[src/mem_consts.svh]
`ifndef MEM_CONSTS_SVH
`define MEM_CONSTS_SVH

// Byte address seen on the AXI-lite ports
`define MEM_ADDR_W 32

// Word width of the array and the data channels
`define MEM_DATA_W 32

// 256 words
`define MEM_DEPTH_LOG2 8

// Holds min_lat plus the masked LFSR value with room to spare
`define MEM_LAT_W 9

`endif
[src/lat_lfsr.sv]
`timescale 1ns/1ps
`default_nettype none

module lat_lfsr (
  input  wire        clk,
  input  wire        rstn,
  input  wire        seed_load,
  input  wire  [7:0] seed,
  output logic [7:0] lfsr_out
);

  logic [7:0] seed_safe;
  logic [7:0] next_state;

  // All-zero state would lock the register
  assign seed_safe = (seed == 8'h00) ? 8'h01 : seed;

  // Right-shifting Galois form of x^8 + x^6 + x^5 + x^4 + 1
  always_comb begin
    next_state = {1'b0, lfsr_out[7:1]};
    if (lfsr_out[0]) begin
      next_state = next_state ^ 8'hb8;
    end
  end

  always_ff @(posedge clk) begin
    if (rstn || seed_load) begin
      lfsr_out <= seed_safe;
    end else begin
      lfsr_out <= next_state;
    end
  end

endmodule

`default_nettype wire

[config.mk]
export PLATFORM = sky130hd
export DESIGN_NAME = lat_lfsr
export DESIGN_NICKNAME = d
export VERILOG_FILES = /design/src/mem_consts.svh /design/src/lat_lfsr.sv
export SDC_FILE = /design/constraint.sdc
export NUM_CORES = 1
export LEC_CHECK = 0
export ABC_AREA = 1
export BUFFER_PORTS_ARGS = -buffer_cell sky130_fd_sc_hd__buf_2
export CAP_MARGIN = 20
export CORE_AREA = 2 2 39 41
export CTS_CLUSTER_DIAMETER = 150
export DETAILED_ROUTE_END_ITERATION = 12
export DIE_AREA = 0 0 41 43
export PLACE_DENSITY_LB_ADDON = 0.12
export RECOVER_POWER = 100
export SYNTH_ARGS = -nofsm -noshare
export SYNTH_HDL_FRONTEND = slang
export SYNTH_SLANG_ARGS = --single-unit
export TNS_END_PERCENT = 50
[constraint.sdc]
create_clock -name clk -period 0.8 [get_ports clk]
set_input_delay 0.16 -clock clk [delete_from_list [all_inputs] [get_ports clk]]
set_output_delay 0.16 -clock clk [all_outputs]
set_load 0.01 [all_outputs]
==> qor.yml <==
pwr:
  irDropWorstVdd_mv: 1.212
  p_leak_nw: 0.2911
  power_density_mw_per_mm2: 1805
synthesis:
  ys_ff_latch: 8
  synth.avg_cell_area_um2: 7.660
  synth_nets: 52
  yosys-top-cells-area: "dfxtp_1 51%, nand2_1 18%, nor2_1 8.4%"
  synthDistinctLibCells: 10
  syn_inst: 41
  synthesis.area_um2: 314.1
  ys_seq_area_share_pct: 51.00
  yosys.area.top_type: "dfxtp_1"
  yosysWarningCount: 0
  synth_top_area_share_pct: 51.00
setup_path:
  required_ps: 640
  timing_worst_setup_path_type: "flip-flop to output pin"
  crit_path_start_kind: "flip-flop"
  crit_buf_inv: 1
  cp_max_fo: 2
  path_cells: "buf_6"
  r2r_start: "lfsr_out[0]"
  rrSetupSlack_ps: 0
  cpPeakStageDelay_ps: 340
  rr_worst_depth: 3
  arrival_ps: 690
  cp-end-kind: "output pin"
  critPathLaunch: "lfsr_out[0]"
  cpLargestDelayFamily: "flip-flops"
  cp_slowest_cell: "dfxtp_4"
  rr_endpoint: "lfsr_out[3]"
clock_tree:
  clk_latency_ps: 250
  cts_tree: "done"
  clock-sinks: 8
  clk_path_buf_depth: 2
  cts_root_buf: "clkbuf_4"
  hold_buffers: 0
  cts.clk_slew.worst_paths_ps: 50
  h-tree-depth: 1
  cts_buffers: 3
worst_hold_path:
  hold_class: "input port to flip-flop"
  min_to: "lfsr_out[6]"
  worstHoldStart: "seed[6]"
  hold_depth: 3
floorplanning:
  start_util_pct: 22.69
  pin_count: 19
  fp.dieW_um: 41
  fp-row-count: 14
  core_mm2: 0.001384
  die_height_um: 43
  die_area_mm2: 0.001763
timing:
  tns_ps: -325.6
  fmax_ghz: 1.170
  finalClockSkew_ps: 4.567
  hold_violations: 0
  layout_setup_ws_ps: -54.99
  fin_crit_sh_pct: 106.9
  slew_headroom_pct: 88.83
  drv_slew: 0
  rsz0062_at_grt: "yes"
  period_needed_ps: 855.0
  finalSetupViolCount: 9
  worstMarginPinSlew_ps: 167.4
finish:
  final_util_pct: 41.59
  largest_reg_flops: 8
  nets: 82
  n_fill_cell: 151
  largest_register: "lfsr_out"
  area_delta_synth_final_pct: 83.27
  reg_top3: "lfsr_out x8"
  instances_no_fill: 85
  stdcell_area_um2: 575.6
  antenna_cells: 0
  drive_gt1_share_pct: 56.52
placement:
  portBuffers: 18
  pre_cts_slack_ps: 4.539
  hpwl_um: 567.3
  gp_congestion: 0.6561
  placedCellCount: 77
  place_area_um2: 439.2
grt:
  grt_pass1_wl_um: 1324
  overflow: 0
  first_global_vias: 342
  grt_usage_pct: 12.08
  antenna_found_initial: 0
  grt_max_degree: 11
outcome:
  status: "complete, but fails checks"
  violations: "negative setup slack"
detailed_routing:
  drtIter0Drc: 8
  drc: 0
  vias_per_cell: 4.259
  drtPass1Iterations: 4
  vias: 362
  routed_wl_um: 783
  drt.antenna.violating_nets: 0
  wl_per_cell_um: 9.212
job:
  maxCapViolCount: 0
==> logic make-up (layout without fill, tap and decap cells) <==
kind of cell	count (synthesis)	after routing	share of synthesized area, %
buf+inv	2	30	2.388
simple gates	24	24	31.87
compound gates	4	4	6.372
xor+xnor	3	3	8.368
flops	8	8	50.99
==> placed cells by master, fill, tap and decap left out, drive strengths merged <==
cell and n:
buf 25, xnor2 3, dfxtp 8, or2 1
o21ai 4, inv 2, clkbuf 3, nor2 8
nand2 15
==> cell usage after synthesis <==
| master | n |
|---|---|
| dfxtp_1 | 8 |
| inv_1 | 1 |
| inv_2 | 1 |
| nand2_1 | 15 |
| nor2_1 | 7 |
| nor2_4 | 1 |
| o21ai_0 | 1 |
| o21ai_1 | 3 |
| or2_1 | 1 |
| xnor2_1 | 3 |
==> what timing repair did <==
item,in CTS,in global routing
setup endpoints to repair,8,11
setup buffers,4,1
pin swaps,1,1
resized for setup,19,0
==> worst max path at each step <==
stage / to / cells past startpoint
after floorplan: lfsr_out[5] / 2
after global placement: lfsr_out[0] / 5
after detailed placement: lfsr_out[0] / 5
after CTS: lfsr_out[0] / 1
after global routing: lfsr_out[0] / 1
final: lfsr_out[0] / 1
==> worst reg2reg max path: cells and delay by family, from the launching register on <==
family	cells	cell delay, ps
flip-flops	1	340
buffers and inverters	1	160
XOR/XNOR	1	130
AO/OA/AOI/OAI	1	70
==> metrics by stage <==
step	hold slack, ps	power, W
2_1_floorplan	263.1	0.0005579
3_3_place_gp	368.4	0.0006480
3_5_place_dp	374.3	0.0006456
4_1_cts	111.8	0.001056
5_1_grt	136.2	0.001113
6_report	120.3	0.001039
==> layout make-up <==
type	instances	area (um2)	share of cell area, %
multi-input combinational	31	161.4	28.04
sequential	8	171.4	29.78
inverter	2	7.507	1.304
tap	16	20.02	3.478
clock buffer	3	22.52	3.913
timing repair buffer	25	192.7	33.48
==> layer usage <==
| layer | vias up | track usage [%] | share of wire [%] |
|---|---|---|---|
| met5 | - | 0 | 0 |
| met4 | 0 | 4.000 | 0 |
| met3 | 0 | 9.948 | 10 |
| met2 | 15 | 17.50 | 48 |
| met1 | 163 | 12.66 | 42 |
| li1 | 184 | - | - |
==> where the power goes <==
part | internal [W] | switching [W] | total, W
Sequential | 0.000444 | 0.0000247 | 0.000469
Clock | 0.000171 | 0.000124 | 0.000295
Combinational | 0.000167 | 0.000108 | 0.000275
(Power assumes the default switching activity.)
