File: src/mem_consts.svh
`ifndef MEM_CONSTS_SVH
`define MEM_CONSTS_SVH

// Byte address seen on the AXI-lite ports
`define MEM_ADDR_W 32

// Word width of the array and the data channels
`define MEM_DATA_W 32

// 256 words
`define MEM_DEPTH_LOG2 8

// Holds min_lat plus the masked LFSR value with room to spare
`define MEM_LAT_W 9

`endif
File: src/mem_pkg.sv
`default_nettype none

package mem_pkg;

  typedef enum logic [1:0] {
    RESP_OKAY   = 2'b00,
    RESP_SLVERR = 2'b10
  } resp_t;

  typedef enum logic [1:0] {
    RD_IDLE,
    RD_WAIT,
    RD_FETCH, // Array read issued in this cycle
    RD_RESP
  } rd_state_t;

  typedef enum logic [2:0] {
    WR_IDLE,
    WR_HAVE_ADDR, // AW taken, waiting for W
    WR_HAVE_DATA, // W taken, waiting for AW
    WR_WAIT,
    WR_RESP
  } wr_state_t;

  typedef enum logic [1:0] {
    CFG_MIN_LAT   = 2'd0,
    CFG_RAND_MASK = 2'd1,
    CFG_SEED      = 2'd2
  } cfg_reg_t;

endpackage

`default_nettype wire

File: src/axi_rd_ctrl.sv
`timescale 1ns/1ps
`default_nettype none
`include "mem_consts.svh"

module axi_rd_ctrl import mem_pkg::*; (
  input  wire                         clk,
  input  wire                         rstn,
  // AR channel
  input  wire  [`MEM_ADDR_W-1:0]      araddr,
  input  wire                         arvalid,
  output logic                        arready,
  // R channel
  output logic [`MEM_DATA_W-1:0]      rdata,
  output resp_t                       rresp,
  output logic                        rvalid,
  input  wire                         rready,
  // Latency shaping
  input  wire  [7:0]                  min_lat,
  input  wire  [7:0]                  rand_mask,
  input  wire  [7:0]                  lfsr_out,
  // Array read port
  output logic                        rd_en,
  output logic [`MEM_DEPTH_LOG2-1:0]  rd_index,
  input  wire  [`MEM_DATA_W-1:0]      rd_data
);

  rd_state_t                   state;
  logic [`MEM_LAT_W-1:0]       cnt;
  logic [`MEM_LAT_W-1:0]       lat_load;
  logic [`MEM_DEPTH_LOG2-1:0]  idx_q;
  logic                        err_q;
  logic                        oor;
  logic                        ar_hs;
  logic                        r_hs;

  assign ar_hs = arvalid & arready;
  assign r_hs  = rvalid & rready;

  // Any bit above the word index means past the end of the array
  assign oor = |araddr[`MEM_ADDR_W-1:`MEM_DEPTH_LOG2+2];

  // Loading D - 2 keeps RD_WAIT for D - 1 cycles and RD_FETCH adds one more
  assign lat_load = {{(`MEM_LAT_W-8){1'b0}}, min_lat}
                  + {{(`MEM_LAT_W-8){1'b0}}, lfsr_out & rand_mask};

  always_ff @(posedge clk) begin
    if (rstn) begin
      state <= RD_IDLE;
      cnt   <= '0;
    end else begin
      case (state)
        RD_IDLE: begin
          if (ar_hs) begin
            state <= RD_WAIT;
            cnt   <= lat_load;
          end
        end
        RD_WAIT: begin
          if (cnt == '0) state <= RD_FETCH;
          else cnt <= cnt - 1'b1;
        end
        RD_FETCH: state <= RD_RESP;
        RD_RESP: begin
          if (r_hs) state <= RD_IDLE;
        end
        default: state <= RD_IDLE;
      endcase
    end
  end

  always_ff @(posedge clk) begin
    if (ar_hs) begin
      idx_q <= araddr[`MEM_DEPTH_LOG2+1:2];
      err_q <= oor;
    end
  end

  assign arready  = (state == RD_IDLE);
  assign rvalid   = (state == RD_RESP);
  assign rd_en    = (state == RD_FETCH) && !err_q; // No array access on error
  assign rd_index = idx_q;

  // rd_data only changes on rd_en, so this stays put while rvalid waits
  assign rdata = err_q ? '0 : rd_data;
  assign rresp = err_q ? RESP_SLVERR : RESP_OKAY;

endmodule

`default_nettype wire

File: config.mk
export PLATFORM = sky130hd
export DESIGN_NAME = axi_rd_ctrl
export DESIGN_NICKNAME = d
export VERILOG_FILES = /design/src/mem_pkg.sv /design/src/axi_rd_ctrl.sv
export VERILOG_INCLUDE_DIRS = /design/src /design/src/src
export SDC_FILE = /design/constraint.sdc
export NUM_CORES = 1
export LEC_CHECK = 0
export BUFFER_PORTS_ARGS = -buffer_cell sky130_fd_sc_hd__clkbuf_2
export CORE_UTILIZATION = 30
export DETAILED_ROUTE_END_ITERATION = 8
export GPL_TIMING_DRIVEN = 0
export PLACE_DENSITY = 0.76
export SYNTH_ARGS = -nofsm -noshare
export SYNTH_HDL_FRONTEND = slang
export SYNTH_SLANG_ARGS = --single-unit
File: constraint.sdc
create_clock -name clk -period 1.85 [get_ports clk]
set_input_delay 0.185 -clock clk [delete_from_list [all_inputs] [get_ports clk]]
set_output_delay 0.185 -clock clk [all_outputs]
set_load 0.02 [all_outputs]
==> run metrics <==
status finished clean; warnings from Yosys 0; number of synthesized flops with an enable pin 9; Design Power around 2.6 mW; drt via density 4.713; Layout Nets between 400 and 500; antenna violations before repair 0; Startpoint Class flip-flop; hold path endpoint rd_index[3]$_DFFE_PP_; Initial Util 0.3190; CP required 1.98 ns; share of cells above drive strength 1 0.4758; worst hold path class input port to flip-flop; Syn Area/Cell 8.558 µm²; Routed Wire Length 4.991 mm; Tcrit/Tclk final 0.9614; dpl cell area 2409 µm²; Mapped Cells 194; critical path peak fanout 10; core area 5205 µm²; Die Ht ~76 µm; top cells by area, synth edfxtp_1, nor2b_1, dfxtp_1; register bit total from synthesis 20; port bufs 132; Max Cap Viol 0; Post-Syn Nets 300; clock-pin slew on the worst setup and hold paths approximately 0.070 ns; initial DRC count 53; Switching Share 0.4492; Hold Path Depth 1; IO Count 137; Worst Path Arrival 1.91 ns; Reg-to-Reg End cnt[7]$_SDFFE_PP0P_; Clock Path Buffers 2; dominant cell type by area after synthesis edfxtp_1; Hold Violations, Final 0; Root Driver clkbuf_8; Pint 1.453 mW; async set-reset flop share out of synthesis 0; Post-CTS Setup Bufs 0; Placer Congestion 0.8680; combinational share of power 0.599; TritonCTS clock tree yes; final setup violation count 0; dominant synthesized flop cell dfxtp_1; commonest non-fill, non-tap cell in the layout clkbuf_2; most frequent cells in the layout clkbuf_2, nor2b_1, inv_1; clock power share 0.111; r2r setup slk 0.07 ns; Final Util 0.4844; HPWL after DPL 4.118 mm; number of library cell types mapped by synthesis 52; GRT Overall Usage 0.1700; Buf+Inv Stages, Crit Path 2; leakage power around 1.2 nW; Syn Std Cell Area about 1700 µm²; CTS buffer count 3; DRC 0; Reg power frac 0.289; Max VDD drop 0.4324 mV; start of the worst register-to-register path state[0]$_SDFFE_PP0P_; CP max-delay cell dfxtp_2; Pwr Density 1046 nW/µm²; sequential area share after synthesis 0.2954; Yosys top cell area share 0.1628; Net Sw Power between 1 and 1.5 mW; max-slew violation count 0; critical setup path kind flip-flop to flip-flop; diode count 0; die width 76.40 µm; largest net degree at the start of global routing 12; DR vias 1885; vias in the first global route 1742; critical path capture point type flip-flop; crit-path max cell delay 0.35 ns; DRT Pass-1 Iters 5; Finished Cell Area 2521 µm²; WHS 0.09560 ns; worst reg2reg path depth 8; CP cell instances inv_1 > ha_2 > mux2i_2 > buf_4 > nor4_4 > nor2_1 > o21ai_1 > o211ai_1; global route total overflow 0; H-tree levels 1; Clk Latency, worst-skew pair 0.26 ns; Filler cells 521; Sum Neg Setup Slack 0 ns; die footprint around 5800 µm²; Period minus WS final 1.779 ns; hold wc startpoint araddr[5]; antenna-violating nets left 0; Clock Sinks 20; Clock Skews 0.002650 ns; Cell Rows 26; first-pass GRT wire length 8.162 mm; Wirelength per Cell 12.48 µm; Top delay family on crit path simple AND/OR/NAND/NOR gates; Max Fclk 562.2 MHz; Syn-to-layout area delta 51.85%
## routing by layer
metal,global-route usage,part of all wire
met1,0.2132,0.44
met2,0.3045,0.50
met3,0.02395,0.045
met4,0.04038,0.015
met5,0,0
## sequential cells by signal, summed over array words and instances, names as in the netlist
| register | cells |
|---|---|
| cnt | 9 |
| rd_index | 8 |
| state | 2 |
| err_q | 1 |
## power groups by stage
stage	Combinational [mW]	Clock [mW]	Sequential, mW
after detailed placement	1.37	0	0.757
after global placement	1.34	0	0.754
after floorplan	0.979	0	0.782
after global routing	1.73	0.330	0.784
final	1.58	0.294	0.763
after CTS	1.39	0.307	0.748
## Yosys cell counts (2+ instances only)
| library cell | instances |
|---|---|
| or3_1 | 3 |
| o211ai_1 | 2 |
| nand2b_1 | 2 |
| nor3_1 | 5 |
| xor2_1 | 2 |
| and3_1 | 2 |
| o31a_1 | 2 |
| o21ai_1 | 2 |
| nor2_1 | 6 |
| o2111ai_1 | 2 |
| dfxtp_1 | 11 |
| o21ai_0 | 3 |
| o22ai_1 | 2 |
| or4_1 | 2 |
| nor2b_1 | 36 |
| a21oi_1 | 7 |
| nand2_1 | 12 |
| o21a_1 | 3 |
| o32ai_1 | 2 |
| ha_1 | 13 |
| nor4_1 | 6 |
| clkbuf_1 | 3 |
| buf_2 | 4 |
| a211oi_1 | 2 |
| buf_4 | 2 |
| nand3_1 | 3 |
| mux2i_1 | 3 |
| edfxtp_1 | 9 |
| inv_1 | 14 |
| and2_1 | 7 |
## how the worst max path moves through the flow
stage / start / end / slack [ns] / cells after the start
floorplan: state[0]$_SDFFE_PP0P_ / cnt[3]$_SDFFE_PP0P_ / 0.13 / 7
global placement: lfsr_out[0] / cnt[6]$_SDFFE_PP0P_ / -0.07 / 10
detailed placement: lfsr_out[0] / cnt[6]$_SDFFE_PP0P_ / -0.1 / 10
CTS: state[0]$_SDFFE_PP0P_ / cnt[7]$_SDFFE_PP0P_ / 0.01 / 8
global route: state[0]$_SDFFE_PP0P_ / cnt[7]$_SDFFE_PP0P_ / -0.02 / 8
finish: state[0]$_SDFFE_PP0P_ / cnt[7]$_SDFFE_PP0P_ / 0.07 / 8
## area by class of cell
type	count	area [µm²]	share of cell area
buffer	9	53.80	0.02134
clock buffer	3	41.29	0.01638
clock inverter	1	3.754	0.001489
inverter	14	52.55	0.02084
multi-input combinational	151	1129	0.4476
sequential	20	493.0	0.1955
tap	70	87.58	0.03474
timing repair buffer	132	660.6	0.2620
## what timing repair did
| action | 4_1_cts | 5_1_grt |
|---|---|---|
| setup endpoints to repair | 1 | 7 |
| cloned | 0 | 0 |
| pin swaps | 0 | 2 |
| hold buffers | 0 | 0 |
| resized for setup | 1 | 18 |
## through the flow
| stage | instances | setup WS, ns |
|---|---|---|
| floorplan | 194 | 0.1270 |
| global placement | 396 | -0.06676 |
| detailed placement | 396 | -0.09577 |
| CTS | 400 | 0.01248 |
| global route | 400 | -0.01992 |
| finish | 400 | 0.07135 |
## cell families (layout without fill, tap and decap cells)
kind of cell,Yosys count,count (layout),share of synthesized area
flip-flops,20,20,0.2954
adder cells (fa/ha/maj),14,14,0.1100
AO/OA/AOI/OAI,40,40,0.1786
XOR/XNOR,2,2,0.01055
AND/OR/NAND/NOR,91,91,0.3255
multiplexers,3,3,0.01809
other,1,1,0.002259
buffers and inverters,23,159,0.05953
(Power assumes the default switching activity.)
