### src/mem_consts.svh
`ifndef MEM_CONSTS_SVH
`define MEM_CONSTS_SVH

// Byte address seen on the AXI-lite ports
`define MEM_ADDR_W 32

// Word width of the array and the data channels
`define MEM_DATA_W 32

// 256 words
`define MEM_DEPTH_LOG2 8

// Holds min_lat plus the masked LFSR value with room to spare
`define MEM_LAT_W 9

`endif
### src/mem_pkg.sv
`default_nettype none

package mem_pkg;

  typedef enum logic [1:0] {
    RESP_OKAY   = 2'b00,
    RESP_SLVERR = 2'b10
  } resp_t;

  typedef enum logic [1:0] {
    RD_IDLE,
    RD_WAIT,
    RD_FETCH, // Array read issued in this cycle
    RD_RESP
  } rd_state_t;

  typedef enum logic [2:0] {
    WR_IDLE,
    WR_HAVE_ADDR, // AW taken, waiting for W
    WR_HAVE_DATA, // W taken, waiting for AW
    WR_WAIT,
    WR_RESP
  } wr_state_t;

  typedef enum logic [1:0] {
    CFG_MIN_LAT   = 2'd0,
    CFG_RAND_MASK = 2'd1,
    CFG_SEED      = 2'd2
  } cfg_reg_t;

endpackage

`default_nettype wire

### src/lat_cfg_regs.sv
`timescale 1ns/1ps
`default_nettype none

module lat_cfg_regs import mem_pkg::*; (
  input  wire            clk,
  input  wire            rstn,
  input  wire            cfg_we,
  input  var cfg_reg_t   cfg_addr,
  input  wire      [7:0] cfg_wdata,
  output logic     [7:0] cfg_rdata,
  output logic     [7:0] min_lat,
  output logic     [7:0] rand_mask,
  output logic     [7:0] seed,
  output logic           seed_load
);

  always_ff @(posedge clk) begin
    if (rstn) begin
      min_lat   <= 8'h00;
      rand_mask <= 8'h0f;
      seed      <= 8'haa;
      seed_load <= 1'b0;
    end else begin
      // One-cycle pulse so the LFSR picks up the new seed
      seed_load <= cfg_we && (cfg_addr == CFG_SEED);
      if (cfg_we) begin
        case (cfg_addr)
          CFG_MIN_LAT:   min_lat   <= cfg_wdata;
          CFG_RAND_MASK: rand_mask <= cfg_wdata;
          CFG_SEED:      seed      <= cfg_wdata;
          default: ; // Unmapped index ignored
        endcase
      end
    end
  end

  always_comb begin
    case (cfg_addr)
      CFG_MIN_LAT:   cfg_rdata = min_lat;
      CFG_RAND_MASK: cfg_rdata = rand_mask;
      CFG_SEED:      cfg_rdata = seed;
      default:       cfg_rdata = 8'h00;
    endcase
  end

endmodule

`default_nettype wire

### config.mk
export PLATFORM = sky130hd
export DESIGN_NAME = lat_cfg_regs
export DESIGN_NICKNAME = d
export VERILOG_FILES = /design/src/mem_consts.svh /design/src/mem_pkg.sv /design/src/lat_cfg_regs.sv
export SDC_FILE = /design/constraint.sdc
export NUM_CORES = 1
export LEC_CHECK = 0
export BUFFER_PORTS_ARGS = -buffer_cell sky130_fd_sc_hd__buf_2
export CORE_MARGIN = 1.5
export CORE_UTILIZATION = 48
export CTS_BUF_LIST = sky130_fd_sc_hd__clkbuf_16
export CTS_CLUSTER_SIZE = 16
export DETAILED_ROUTE_END_ITERATION = 8
export GPL_ROUTABILITY_DRIVEN = 0
export PLACE_DENSITY = 0.84
export SYNTH_ARGS = -nofsm -noshare
export SYNTH_HDL_FRONTEND = slang
export SYNTH_SLANG_ARGS = --single-unit
### constraint.sdc
create_clock -name clk -period 1.1 [get_ports clk]
set_clock_uncertainty 0.1 [all_clocks]
set_input_delay 0.165 -clock clk [delete_from_list [all_inputs] [get_ports clk]]
set_output_delay 0.165 -clock clk [all_outputs]
set_load 0.03 [all_outputs]
==> results.cfg, run 1 <==
[worst_setup_path]
crit_fanout = 2
critical_path_class = reg -> out
worstPathRequired_ns = 0.83
path_cells = mux2i_4, o2bb2ai_4, buf_6
r2r_cells = 4
startpoint_type = flip-flop
slowest_stage = dfxtp_2
arrival_ns = 1.01
cp-end-kind = output pin
slowest_delay_ns = 0.37

[floorplan]
die_area_mm2 = 0.00284
core_mm2 = 0.00243
num_io_pins = 46
dieWidth_um = 53.3
die_y_um = 53.3
num_rows = 18
initial_utilization = 0.499

[clock_tree]
htreeDepth = 1
cts-buffers-inserted = 3
cts_hold_buf = 0
tritoncts = built
cts_sinks = 25
clk_latency_ns = 0.26
cts_root_buf = clkbuf_16
clockBufferDepth = 2
clkTransAtPathRegs_ns = 0.06

[grt]
grt_busiest_layer = met2
grt_pass1_vias = 1194
grtUsageMet1 = 0.319
grt_max_degree = 40
use_met3 = 0.0706
antenna_found_initial = 0
grtUsageMet2 = 0.541
grt_pass1_wl_mm = 5.93
grt_usage = 0.298
grt_overflow = 0

[logic_synthesis]
synth_nets = 134
synth.yosys.warnings = 0
synth_seq_area_share = 0.412
syn_area_mm2 = 0.00121
syn_area_per_cell_um2 = 10.0
synthCells = 121
synth_seq_cells = 25
synth_cell_types = 14

[power_and_ir_drop]
cell_internal_pwr_mw = 1.73
powerDensity_mw_per_mm2 = 1070
p_switching_uw = 685
swShare = 0.283
p_seq_frac = 0.406
comb_power_share = 0.257
p_clk_frac = 0.337
peakVddDrop_v = 0.00158
leakagePower_nw = 0.973

[worst_hold_path]
hold_class = in -> reg
hold_depth = 3

[place]
post_dp_cell_area_mm2 = 0.00169
io_buffers = 45
dp_hpwl_mm = 2.18

[sta]
setup_viol = 24
tightest_slew_ns = 0.399
maxSlewHeadroom = 0.734
min_period_ns = 1.28
slew_violations = 0
setup_slack_ns = -0.177
whs_ns = 0.0854
rsz0062_at_grt = true
fin_crit_sh = 1.16
clock.fmax_mhz = 783
hold_violations = 0

[cells_and_area]
finalInstanceArea_mm2 = 0.00226
diodes = 0
nets = 205
utilization = 0.931
drive_above_1_share = 0.649
syn2layout_area_growth_pct = 86.6

[drt]
avgRoutedWirePerCell_um = 21.6
drt-total-wl_mm = 4.77
drt-initial-drc-count = 41
drc = 0
dr.pass1.iters = 5
ant_nets = 0
num_vias = 1233
drt-vias-per-instance = 5.58

[run]
drv_cap = 0

[run_status]
run_status = complete, but fails checks
violations = setup timing
synthesized netlist by cell type:
| master | count | area [um^2] |
|---|---|---|
| buf_4 | 1 | 7.51 |
| nor2_1 | 15 | 56.3 |
| nor3b_2 | 1 | 12.5 |
| buf_6 | 1 | 11.3 |
| nand3b_1 | 2 | 15.0 |
| mux2i_1 | 32 | 320 |
| o2bb2ai_1 | 8 | 70.1 |
| clkbuf_1 | 4 | 15.0 |
| or3b_1 | 1 | 8.76 |
| dfxtp_1 | 25 | 500 |
| and3b_2 | 2 | 20.0 |
| nor2b_1 | 1 | 6.26 |
| nand2b_1 | 24 | 150 |
| buf_2 | 4 | 20.0 |
per-stage QoR:
step                TNS [ns]  cells  worst slack, ns  total power, mW
finish                 -1.56    221           -0.177             2.42
global route           -2.04    221           -0.205             2.49
CTS                    -1.29    216           -0.169             2.38
detailed placement     -6.08    197           -0.288             1.43
global placement       -5.37    197           -0.256             1.42
floorplan            -0.0149    121         -0.00496             1.29
path summary, 6_finish.rpt:
check	start	endpoint	slack, ns
hold reg to reg	rand_mask[5]	rand_mask[5]	0.41
setup / recovery	seed[2]	cfg_rdata[2]	-0.18
hold / removal	cfg_wdata[3]	min_lat[3]	0.09
setup reg to reg	min_lat[5]	min_lat[5]	0.02
logic make-up after synthesis:
kind of cell | synth area share
AND/OR/NAND/NOR | 0.222
multiplexers | 0.264
flip-flops | 0.412
buffers and inverters | 0.0443
AO/OA/AOI/OAI | 0.0577
layout by cell type, fill, tap and decap left out:
master     synthesis  final
and3b_2            2      2
buf_12             0      1
buf_2              4     12
buf_4              1     24
buf_6              1     38
buf_8              0      1
clkbuf_16          0      3
clkinv_2           0      1
dfxtp_1           25      1
dfxtp_2            0     22
dfxtp_4            0      2
mux2i_1           32     24
mux2i_2            0      1
mux2i_4            0      7
nand2b_1          24     24
nand3b_1           2      2
nor2_1            15     15
nor2b_4            0      1
nor3b_2            1      1
o2bb2ai_4          0      8
or3b_1             1      1
sequential cells by signal, summed over array words and instances (netlist names):
register and cells:
seed_load 1, seed 8, rand_mask 8, min_lat 8
per-layer routing:
layer / share of wire / up-vias
li1: - / 555
met4: 0.027 / 0
met3: 0.051 / 14
met1: 0.39 / 606
met2: 0.53 / 58
met5: 0 / -
cell type report:
class | instances | area (um^2)
clock buffers | 3 | 75.1
repair buffers | 76 | 703
multi-input cells | 86 | 908
fillers | 78 | 168
well taps | 30 | 37.5
clock inverters | 1 | 5.00
flip-flops and latches | 25 | 536
power groups by stage:
stage	registers (mW)	logic (mW)	clock network [mW]
finish	0.982	0.621	0.814
global route	0.985	0.641	0.864
CTS	0.978	0.574	0.826
detailed placement	0.991	0.439	0
global placement	0.987	0.430	0
floorplan	1.05	0.243	0
repair_timing:
item,CTS,global route
pin swaps,8,0
endpoints found under the setup margin,17,25
setup buffers,15,7
cloned,0,0
gates resized for setup,90,12
worst max-delay path: cells and delay by family (launching register included):
family / cells / cell delay (ns)
buffers and inverters: 1 / 0.15
AO/OA/AOI/OAI: 1 / 0.14
flip-flops: 1 / 0.37
multiplexers: 1 / 0.09
Power figures use the tool's default switching activity.
==> run 2, diff against run 1 <==
Settings changed: ABC_AREA from default to 0.
Clock period 1.1 ns to 1.2 ns, I/O delays scaled along.
==> run 2 against run 1 <==
Against the previous run:
- the flow still finishes with violations (setup timing)
- combinational power is 21% lower
- wire length is 33% lower
- core utilization is 9.5 points lower
- final cell count is 4.1% lower
==> results.cfg, run 2 (synthesis results as in run 1) <==
[run_status]
run_status = complete, but fails checks
violations = setup timing

[sta]
hold_violations = 0
whs_ns = 0.0920
slew_violations = 0
clock.fmax_mhz = 783
setup_slack_ns = -0.0767
rsz0062_at_grt = true
fin_crit_sh = 1.06
min_period_ns = 1.28
maxSlewHeadroom = 0.778
tightest_slew_ns = 0.333
setup_viol = 8
final.setup.tns_ns = -0.388

[floorplan]
core_mm2 = 0.00243
die_y_um = 53.3
initial_utilization = 0.499
die_area_mm2 = 0.00284
dieWidth_um = 53.3
num_rows = 18
num_io_pins = 46

[power_and_ir_drop]
comb_power_share = 0.231
swShare = 0.273
powerDensity_mw_per_mm2 = 1050
p_seq_frac = 0.421
cell_internal_pwr_mw = 1.54
p_clk_frac = 0.348
peakVddDrop_v = 0.00111
leakagePower_nw = 0.890
p_switching_uw = 580

[cells_and_area]
diodes = 0
nets = 196
multiInputGateArea_um2 = 900
syn2layout_area_growth_pct = 67.5
drive_above_1_share = 0.593
final_common_cell = buf_4
utilization = 0.836
layout_common_cells = 27 x buf_4, 25 x buf_2, 24 x nand2b_1, 24 x mux2i_1, 17 x dfxtp_2
seqCellArea_um2 = 522
top_regs = min_lat (8), rand_mask (8), seed (8)
fillers = 130

[grt]
grtUsageMet1 = 0.287
use_met3 = 0.0424
grt_max_degree = 40
grt_busiest_layer = met2
grt_pass1_wl_mm = 4.73
antenna_found_initial = 0
grtUsageMet2 = 0.401
grt_pass1_vias = 1041
grt_usage = 0.234
grt_overflow = 0

[drt]
drt-total-wl_mm = 3.20
dr.pass1.iters = 4
ant_nets = 0
drt-initial-drc-count = 8
drc = 0
drt-vias-per-instance = 5.13
num_vias = 1087
avgRoutedWirePerCell_um = 15.1

[clock_tree]
cts-buffers-inserted = 3
clockBufferDepth = 2
tritoncts = built
clkTransAtPathRegs_ns = 0.06
cts_root_buf = clkbuf_16
cts_sinks = 25
clk_latency_ns = 0.26
htreeDepth = 1

[place]
io_buffers = 45
preCtsSetupSlack_ns = -0.192
dp_hpwl_mm = 2.08

[worst_setup_path]
arrival_ns = 1.00
critical_path_class = reg -> out
crit_fanout = 2
startpoint_type = flip-flop
cp-end-kind = output pin
worstPathRequired_ns = 0.92

[worst_hold_path]
hold_class = in -> reg

[run]
drv_cap = 0
run 2: through the flow:
step / power, mW / instances / area (um^2)
after floorplan: 1.19 / 121 / 1390
after global placement: 1.29 / 195 / 1680
after detailed placement: 1.30 / 195 / 1680
after CTS: 2.11 / 212 / 1940
after global routing: 2.20 / 212 / 2030
final: 2.12 / 212 / 2030
run 2: final cells by class:
class,instances,area share
clock buffer,3,0.0369
sequential,25,0.257
clock inverter,1,0.00246
timing repair buffer,67,0.243
multi-input combinational,86,0.442
tap,30,0.0185
run 2: power by group through the flow:
stage,logic (mW),registers (mW),clock network (mW)
after CTS,0.462,0.890,0.759
final,0.490,0.895,0.740
after global placement,0.388,0.905,0
after floorplan,0.223,0.964,0
after global routing,0.517,0.898,0.789
after detailed placement,0.395,0.909,0
run 2: per-layer routing:
metal	wire length [um]	part of all wire
met3	101	0.032
met1	1370	0.43
met4	36	0.011
met2	1700	0.53
met5	0	0
run 2: what timing repair did:
item,4_1_cts,5_1_grt
hold buffers,0,0
hold endpoints to repair,0,0
setup endpoints to repair,8,13
pin swaps,7,1
gates resized for setup,26,29
setup buffers,13,0
cloned,0,0
run 2: path summary, 6_finish.rpt:
| kind | to | cells past startpoint | slack, ns | startpoint |
|---|---|---|---|---|
| max reg2reg | seed[3] | 3 | 0.33 | seed[3] |
| min | min_lat[1] | 3 | 0.09 | cfg_wdata[1] |
| max | cfg_rdata[0] | 3 | -0.08 | seed[0] |
| min reg2reg | min_lat[3] | 2 | 0.41 | min_lat[3] |
run 2: worst max-delay path: stages (launching register included):
cell and delay [ns]:
dfxtp_2 0.32, mux2i_2 0.20, o2bb2ai_4 0.08, buf_6 0.14
