`config.mk`:
```
export PLATFORM = sky130hd
export DESIGN_NAME = axi_wr_ctrl
export DESIGN_NICKNAME = d
export VERILOG_FILES = /design/src/mem_pkg.sv /design/src/axi_wr_ctrl.sv
export VERILOG_INCLUDE_DIRS = /design/src /design/src/src
export SDC_FILE = /design/constraint.sdc
export NUM_CORES = 1
export LEC_CHECK = 0
export ABC_AREA = 1
export BUFFER_PORTS_ARGS = -buffer_cell sky130_fd_sc_hd__buf_4
export CORE_ASPECT_RATIO = 0.9
export CORE_MARGIN = 8
export CORE_UTILIZATION = 45
export CTS_BUF_LIST = sky130_fd_sc_hd__clkbuf_8 sky130_fd_sc_hd__clkbuf_16
export DETAILED_ROUTE_END_ITERATION = 12
export PLACE_DENSITY = 0.86
export SLEW_MARGIN = 10
export SYNTH_ARGS = -nofsm -noshare
export SYNTH_HDL_FRONTEND = slang
export SYNTH_SLANG_ARGS = --single-unit
```
`constraint.sdc`:
```
create_clock -name clk -period 4.25 [get_ports clk]
set_input_delay 0.85 -clock clk [delete_from_list [all_inputs] [get_ports clk]]
set_output_delay 0.85 -clock clk [all_outputs]
set_load 0.01 [all_outputs]
```
`src/mem_consts.svh`:
```
`ifndef MEM_CONSTS_SVH
`define MEM_CONSTS_SVH

// Byte address seen on the AXI-lite ports
`define MEM_ADDR_W 32

// Word width of the array and the data channels
`define MEM_DATA_W 32

// 256 words
`define MEM_DEPTH_LOG2 8

// Holds min_lat plus the masked LFSR value with room to spare
`define MEM_LAT_W 9

`endif
```
`src/mem_pkg.sv`:
```
`default_nettype none

package mem_pkg;

  typedef enum logic [1:0] {
    RESP_OKAY   = 2'b00,
    RESP_SLVERR = 2'b10
  } resp_t;

  typedef enum logic [1:0] {
    RD_IDLE,
    RD_WAIT,
    RD_FETCH, // Array read issued in this cycle
    RD_RESP
  } rd_state_t;

  typedef enum logic [2:0] {
    WR_IDLE,
    WR_HAVE_ADDR, // AW taken, waiting for W
    WR_HAVE_DATA, // W taken, waiting for AW
    WR_WAIT,
    WR_RESP
  } wr_state_t;

  typedef enum logic [1:0] {
    CFG_MIN_LAT   = 2'd0,
    CFG_RAND_MASK = 2'd1,
    CFG_SEED      = 2'd2
  } cfg_reg_t;

endpackage

`default_nettype wire

```
`src/axi_wr_ctrl.sv`:
```
`timescale 1ns/1ps
`default_nettype none
`include "mem_consts.svh"

module axi_wr_ctrl import mem_pkg::*; (
  input  wire                         clk,
  input  wire                         rstn,
  // AW channel
  input  wire  [`MEM_ADDR_W-1:0]      awaddr,
  input  wire                         awvalid,
  output logic                        awready,
  // W channel
  input  wire  [`MEM_DATA_W-1:0]      wdata,
  input  wire  [`MEM_DATA_W/8-1:0]    wstrb,
  input  wire                         wvalid,
  output logic                        wready,
  // B channel
  output resp_t                       bresp,
  output logic                        bvalid,
  input  wire                         bready,
  // Latency shaping
  input  wire  [7:0]                  min_lat,
  input  wire  [7:0]                  rand_mask,
  input  wire  [7:0]                  lfsr_out,
  // Array write port
  output logic                        wr_en,
  output logic [`MEM_DEPTH_LOG2-1:0]  wr_index,
  output logic [`MEM_DATA_W-1:0]      wr_data,
  output logic [`MEM_DATA_W/8-1:0]    wr_strb
);

  wr_state_t                   state;
  logic [`MEM_LAT_W-1:0]       cnt;
  logic [`MEM_LAT_W-1:0]       lat_load;
  logic [`MEM_DEPTH_LOG2-1:0]  idx_q;
  logic                        err_q;
  logic [`MEM_DATA_W-1:0]      data_q;
  logic [`MEM_DATA_W/8-1:0]    strb_q;
  logic                        oor;
  logic                        aw_hs;
  logic                        w_hs;
  logic                        b_hs;

  assign aw_hs = awvalid & awready;
  assign w_hs  = wvalid & wready;
  assign b_hs  = bvalid & bready;

  assign oor = |awaddr[`MEM_ADDR_W-1:`MEM_DEPTH_LOG2+2];

  // D - 1 extra cycles after the load, write and bvalid land on edge k + D
  assign lat_load = {{(`MEM_LAT_W-8){1'b0}}, min_lat}
                  + {{(`MEM_LAT_W-8){1'b0}}, lfsr_out & rand_mask}
                  + {{(`MEM_LAT_W-1){1'b0}}, 1'b1};

  always_ff @(posedge clk) begin
    if (rstn) begin
      state <= WR_IDLE;
      cnt   <= '0;
    end else begin
      case (state)
        WR_IDLE: begin
          if (aw_hs && w_hs) begin
            state <= WR_WAIT;
            cnt   <= lat_load;
          end else if (aw_hs) begin
            state <= WR_HAVE_ADDR;
          end else if (w_hs) begin
            state <= WR_HAVE_DATA;
          end
        end
        WR_HAVE_ADDR: begin
          if (w_hs) begin
            state <= WR_WAIT;
            cnt   <= lat_load;
          end
        end
        WR_HAVE_DATA: begin
          if (aw_hs) begin
            state <= WR_WAIT;
            cnt   <= lat_load;
          end
        end
        WR_WAIT: begin
          if (cnt == '0) state <= WR_RESP; // Array written on this same edge
          else cnt <= cnt - 1'b1;
        end
        WR_RESP: begin
          if (b_hs) state <= WR_IDLE;
        end
        default: state <= WR_IDLE;
      endcase
    end
  end

  always_ff @(posedge clk) begin
    if (aw_hs) begin
      idx_q <= awaddr[`MEM_DEPTH_LOG2+1:2];
      err_q <= oor;
    end
    if (w_hs) begin
      data_q <= wdata;
      strb_q <= wstrb;
    end
  end

  // Each ready stays low once its own phase is in
  assign awready = (state == WR_IDLE) || (state == WR_HAVE_DATA);
  assign wready  = (state == WR_IDLE) || (state == WR_HAVE_ADDR);
  assign bvalid  = (state == WR_RESP);
  assign bresp   = err_q ? RESP_SLVERR : RESP_OKAY;

  assign wr_en    = (state == WR_WAIT) && (cnt == '0) && !err_q;
  assign wr_index = idx_q;
  assign wr_data  = data_q;
  assign wr_strb  = strb_q;

endmodule

`default_nettype wire

```
==> results of run 1 <==
## through the flow
stage / power, W / hold WS, ps / instance area [um2] / utilization [%]
2_1_floorplan: 0.00146 / 455 / 2770 / -
3_3_place_gp: 0.00174 / 466 / 3890 / 64.3
3_5_place_dp: 0.00178 / 476 / 3890 / 64.3
4_1_cts: 0.00235 / 490 / 4110 / 67.9
5_1_grt: 0.00248 / 515 / 4110 / 67.9
6_report: 0.00234 / 484 / 4110 / 67.9
## tightest hold or removal path, delay by kind of cell, from the launching register on
family	cells	cell delay (ps)
flops	1	330
simple gates	2	120
## registers in the layout (all words and copies together), names as in the netlist
name	count
wr_strb	4
wr_data	32
err_q	1
state	3
cnt	9
wr_index	8
## area by class of cell
type / count / area [um2]
sequential: 57 / 1590
tap: 72 / 90.1
clock buffer: 9 / 124
clock inverter: 7 / 95.1
timing repair buffer: 143 / 1070
inverter: 38 / 143
multi-input combinational: 191 / 992
fill: 450 / 1940
## kinds of logic after synthesis
| kind of cell | count (synthesis) | share of synthesized area, % |
|---|---|---|
| mux | 1 | 0.362 |
| simple gates | 145 | 23.2 |
| fa+ha+maj | 10 | 4.80 |
| other cells | 1 | 0.136 |
| compound gates | 30 | 5.75 |
| xor+xnor | 4 | 1.27 |
| buf+inv | 44 | 6.97 |
| flops | 57 | 57.6 |
## per-layer routing
layer / vias up / part of all wire (%) / GRT usage, %
li1: 1257 / - / -
met1: 1172 / 35 / 18.2
met2: 74 / 57 / 35.4
met3: 14 / 5.5 / 6.16
met4: 0 / 2.1 / 6.64
met5: - / 0 / 0
## Yosys cell counts
cell	instances
nand2_1	71
edfxtp_1	45
nor2_1	38
inv_1	35
a21oi_1	14
o21ai_0	13
dfxtp_1	12
nand3_1	12
ha_1	9
nand4_1	5
nor2_2	4
nor4_1	4
xor2_1	4
buf_4	3
nand2_2	3
nand3b_1	3
buf_6	2
inv_2	2
nand3_2	2
a21boi_0	1
a21oi_2	1
buf_2	1
clkinv_1	1
conb_1	1
fa_1	1
mux2i_1	1
nand3_4	1
nor3_1	1
o21bai_1	1
or2_2	1
## where the power goes
| group | internal (W) | switching, W | leakage, nW | total (W) |
|---|---|---|---|---|
| Combinational | 0.000359 | 0.000551 | 1.36 | 0.000911 |
| Clock | 0.000329 | 0.000227 | 0.109 | 0.000556 |
| Sequential | 0.000785 | 0.0000873 | 0.523 | 0.000872 |
| Total | 0.00147 | 0.000866 | 1.99 | 0.00234 |
## how the worst max path moves through the flow
| stage | to | slack (ps) |
|---|---|---|
| 6_report | wr_en | 1560 |
| 3_3_place_gp | cnt[6] | 1900 |
| 5_1_grt | wr_en | 1400 |
| 4_1_cts | wr_en | 1570 |
| 3_5_place_dp | cnt[6] | 1860 |
| 2_1_floorplan | wr_data[0] | 1110 |
==> results.json, run 1 <==
{
  "place_congestion": 0.888,
  "drive_gt1_share_pct": 39.1,
  "layout_commonest_cell": "buf_4",
  "routed_via_density": 4.87,
  "rows": 27,
  "postLayoutSetupSlackWorst_ps": 1560,
  "ir_drop_uv": 377,
  "post_cts_buffers": 0,
  "fin_cells": 517,
  "diodes": 0,
  "min_to": "cnt[0]",
  "finalHoldViolCount": 0,
  "htree_levels": 3,
  "setup-tns-final_ps": 0,
  "hp-start": "cnt[0]",
  "fmax_mhz": 372,
  "drv_slew": 0,
  "cp.required_ps": 3400,
  "grt_max_degree": 37,
  "routed_wirelength_um": 8440,
  "cp_num_buf_inv": 3,
  "crit_fanout": 6,
  "netlist_instances": 292,
  "die_w_um": 98.6,
  "timing.rr.end": "wr_data[15]",
  "startpoint_type": "flip-flop",
  "yosysTopAreaCellShare_pct": 48.9,
  "dieArea_um2": 8910,
  "path_depth": 7,
  "cts_root_buf": "clkbuf_8",
  "power_density_nw_per_um2": 569,
  "finClkSkew_ps": 9.70,
  "ctsHoldBuffers": 0,
  "finalSetupViolations": 0,
  "port_buffers": 143,
  "critPathLaunch": "cnt[0]",
  "maxCapViolCount": 0,
  "r2r_cells": 5,
  "hp-class": "flip-flop to flip-flop",
  "worstPathArrival_ps": 1840,
  "cts_sinks": 57,
  "yosys_warnings": 0,
  "post-route-period-util_pct": 63.3,
  "drcViolationCount": 0,
  "min_path_cells": 2,
  "synth_top_area_cell": "edfxtp_1",
  "dpl_worst_slack_ps": 1860,
  "syn_to_final_growth_pct": 48.6,
  "grt_pass1_wl_um": 12800,
  "yosysUniqueCellTypes": 30,
  "overflow": 0,
  "worst_pin_slew_ps": 1150,
  "regToRegStartpoint": "state[0]",
  "clkLatencyLatePin_ps": 340,
  "initial_core_util_pct": 45.7,
  "status": "finished clean",
  "nNetsFinal": 547,
  "critical_path.top_delay_family": "simple AND/OR/NAND/NOR gates",
  "via_count": 2517,
  "yosysSeqAreaShare_pct": 57.6,
  "core_area_um2": 6050,
  "die_height_um": 90.4,
  "syn-num-nets": 399,
  "routedWlPerCell_um": 16.3,
  "dp.cells": 501,
  "slowest_stage": "ha_1",
  "path_clk_slew_ps": 70,
  "clockBufferDepth": 2,
  "fin_crit_ps": 2690,
  "cts-buffers-inserted": 9,
  "rsz0062_at_grt": "no",
  "relSlewSlack_pct": 23.1,
  "drt_first_iter_violations": 130,
  "r2r_setup_slack_ps": 2090,
  "critPathMaxStageDelay_ps": 320,
  "syn_avg_cell_area_um2": 9.47,
  "grt_pass1_vias": 2560,
  "syn-cell-area_um2": 2770,
  "grtUsageTotal_pct": 18.6,
  "cts_resized": 0,
  "end_kind": "output port",
  "drt-pass1-iter-count": 4,
  "num_io_pins": 147,
  "path_common_cell": "inv_1",
  "drtAntennaViolNets": 0,
  "path_class": "flip-flop to output port",
  "dp_hpwl_um": 6640,
  "cp_cell_sequence": "inv_1, ha_1, nand3_2, inv_1, nand4_1, nor4_1, buf_4",
  "leakage_nw": 1.99,
  "final_cell_mix": "buf_4 (143), nand2_1 (71), edfxtp_1 (45), nor2_1 (38), inv_1 (35)",
  "cts_tree": "yes",
  "yosys-top-cells-area": "edfxtp_1 (49%), nand2_1 (9.6%), dfxtp_1 (8.7%), nor2_1 (5.2%), inv_1 (4.8%)",
  "antenna_found_initial": 0,
  "ys_ff_latch": 57
}
(Power assumes the default switching activity.)
==> inputs of run 2 (changes only) <==
- clock period: 4.25 -> 2.7 ns (I/O delays scaled with it)
==> results.json, run 2 (synthesis results as in run 1) <==
{
  "status": "finished clean",
  "routedWlPerCell_um": 16.2,
  "syn_to_final_growth_pct": 48.8,
  "drv_slew": 0,
  "nNetsFinal": 549,
  "drt-pass1-iter-count": 4,
  "setup-tns-final_ps": 0,
  "drive_gt1_share_pct": 38.9,
  "startpoint_type": "flip-flop",
  "fill_cells": 469,
  "end_kind": "output port",
  "finalHoldViolCount": 0,
  "grtUsageTotal_pct": 18.4,
  "rsz0062_at_grt": "no",
  "finalSetupViolations": 0,
  "cts-buffers-inserted": 9,
  "dp.cells": 503,
  "grt_pass1_vias": 2514,
  "drt_first_iter_violations": 157,
  "critPathLaunch": "cnt[0]",
  "grt_max_degree": 37,
  "clkLatencyLatePin_ps": 320,
  "cp_num_buf_inv": 3,
  "critical_path.top_delay_family": "buffers and inverters",
  "seq_area_um2": 1590,
  "diodes": 0,
  "hold_slack_ps": 387,
  "num_io_pins": 147,
  "path_class": "flip-flop to output port",
  "ctsHoldBuffers": 0,
  "regToRegStartpoint": "cnt[0]",
  "routed_wirelength_um": 8420,
  "layout_commonest_cell": "buf_4",
  "core_area_um2": 6050,
  "dp_hpwl_um": 6800,
  "finClkSkew_ps": 4.29,
  "final_cell_mix": "buf_4 (145), nand2_1 (71), edfxtp_1 (45), nor2_1 (38), inv_1 (35)",
  "post-route-util_pct": 68.0,
  "die_height_um": 90.4,
  "drtAntennaViolNets": 0,
  "rows": 27,
  "power.total_w": 0.00365,
  "power_density_nw_per_um2": 888,
  "leakage_nw": 1.99,
  "cts_tree": "yes",
  "crit_fanout": 6,
  "critPathMaxStageDelay_ps": 310,
  "die_w_um": 98.6,
  "fin_cells": 519,
  "dieArea_um2": 8910,
  "largest_reg_flops": 32,
  "ir_drop_uv": 567,
  "place_congestion": 0.926,
  "multi_input_area_um2": 992,
  "clockBufferDepth": 2,
  "post-route-period-util_pct": 84.7,
  "via_count": 2497,
  "cts_root_buf": "clkbuf_8",
  "cts_resized": 0,
  "routed_via_density": 4.81,
  "drcViolationCount": 0,
  "slowest_stage": "dfxtp_1",
  "port_buffers": 143,
  "hp-class": "primary input to flip-flop",
  "htree_levels": 3,
  "hp-start": "wdata[4]",
  "fin_crit_ps": 2290,
  "cts_sinks": 57,
  "post_cts_buffers": 0,
  "overflow": 0,
  "path_clk_slew_ps": 60,
  "antenna_found_initial": 0,
  "fmax_mhz": 437,
  "grt_pass1_wl_um": 12700,
  "cp.required_ps": 2160,
  "initial_core_util_pct": 45.7,
  "cp_cell_sequence": "inv_1, ha_1, nand3_2, inv_1, nand4_1, nor4_1, buf_4",
  "path_common_cell": "inv_1",
  "maxCapViolCount": 0,
  "worstPathArrival_ps": 1750
}
-- run 2: cell count changes in the layout (fill, tap and decap cells not counted) --
cell,previous run,this run
clkinv_4,2,0
clkinv_1,1,3
buf_4,143,145
-- run 2: worst paths after layout --
kind	endpoint	slack (ps)	depth (start not counted)
max	wr_en	410	7
min	wr_data[4]	390	1
max reg2reg	cnt[4]	770	9
min reg2reg	cnt[0]	500	2
-- run 2: per-stage QoR --
step | cell area [um2] | setup WS, ps
after global placement | 3910 | 668
after global routing | 4110 | 250
after floorplan | 2770 | 492
final | 4110 | 412
after detailed placement | 3910 | 618
after CTS | 4110 | 392
-- run 2: report_power, final --
part           total [W]  leakage, nW  internal, W  switching (W)
combinational    0.00144         1.37     0.000580       0.000859
clock           0.000840        0.104     0.000509       0.000330
sequential       0.00137        0.523      0.00123       0.000142
-- run 2: final cells by class --
cell class | count | share of cell area, %
inverter | 38 | 3.47
clock inverter | 7 | 2.07
clock buffer | 9 | 3.01
sequential | 57 | 38.7
tap | 72 | 2.19
timing repair buffer | 145 | 26.5
multi-input combinational | 191 | 24.1
-- run 2: worst reg2reg max path: stages (launching register included) --
cell	delay, ps
dfxtp_1	310
inv_1	140
ha_1	310
nand3_2	140
nor2_2	150
nand3_2	110
nand2_2	230
inv_1	180
o21ai_0	210
nor2_1	50
-- run 2: metal layers --
layer	vias to the layer above	part of all wire (%)	track usage (%)
li1	1261	-	-
met1	1153	35	17.6
met2	71	57	35.4
met3	12	5.5	6.01
met4	0	1.8	6.90
met5	-	0	0
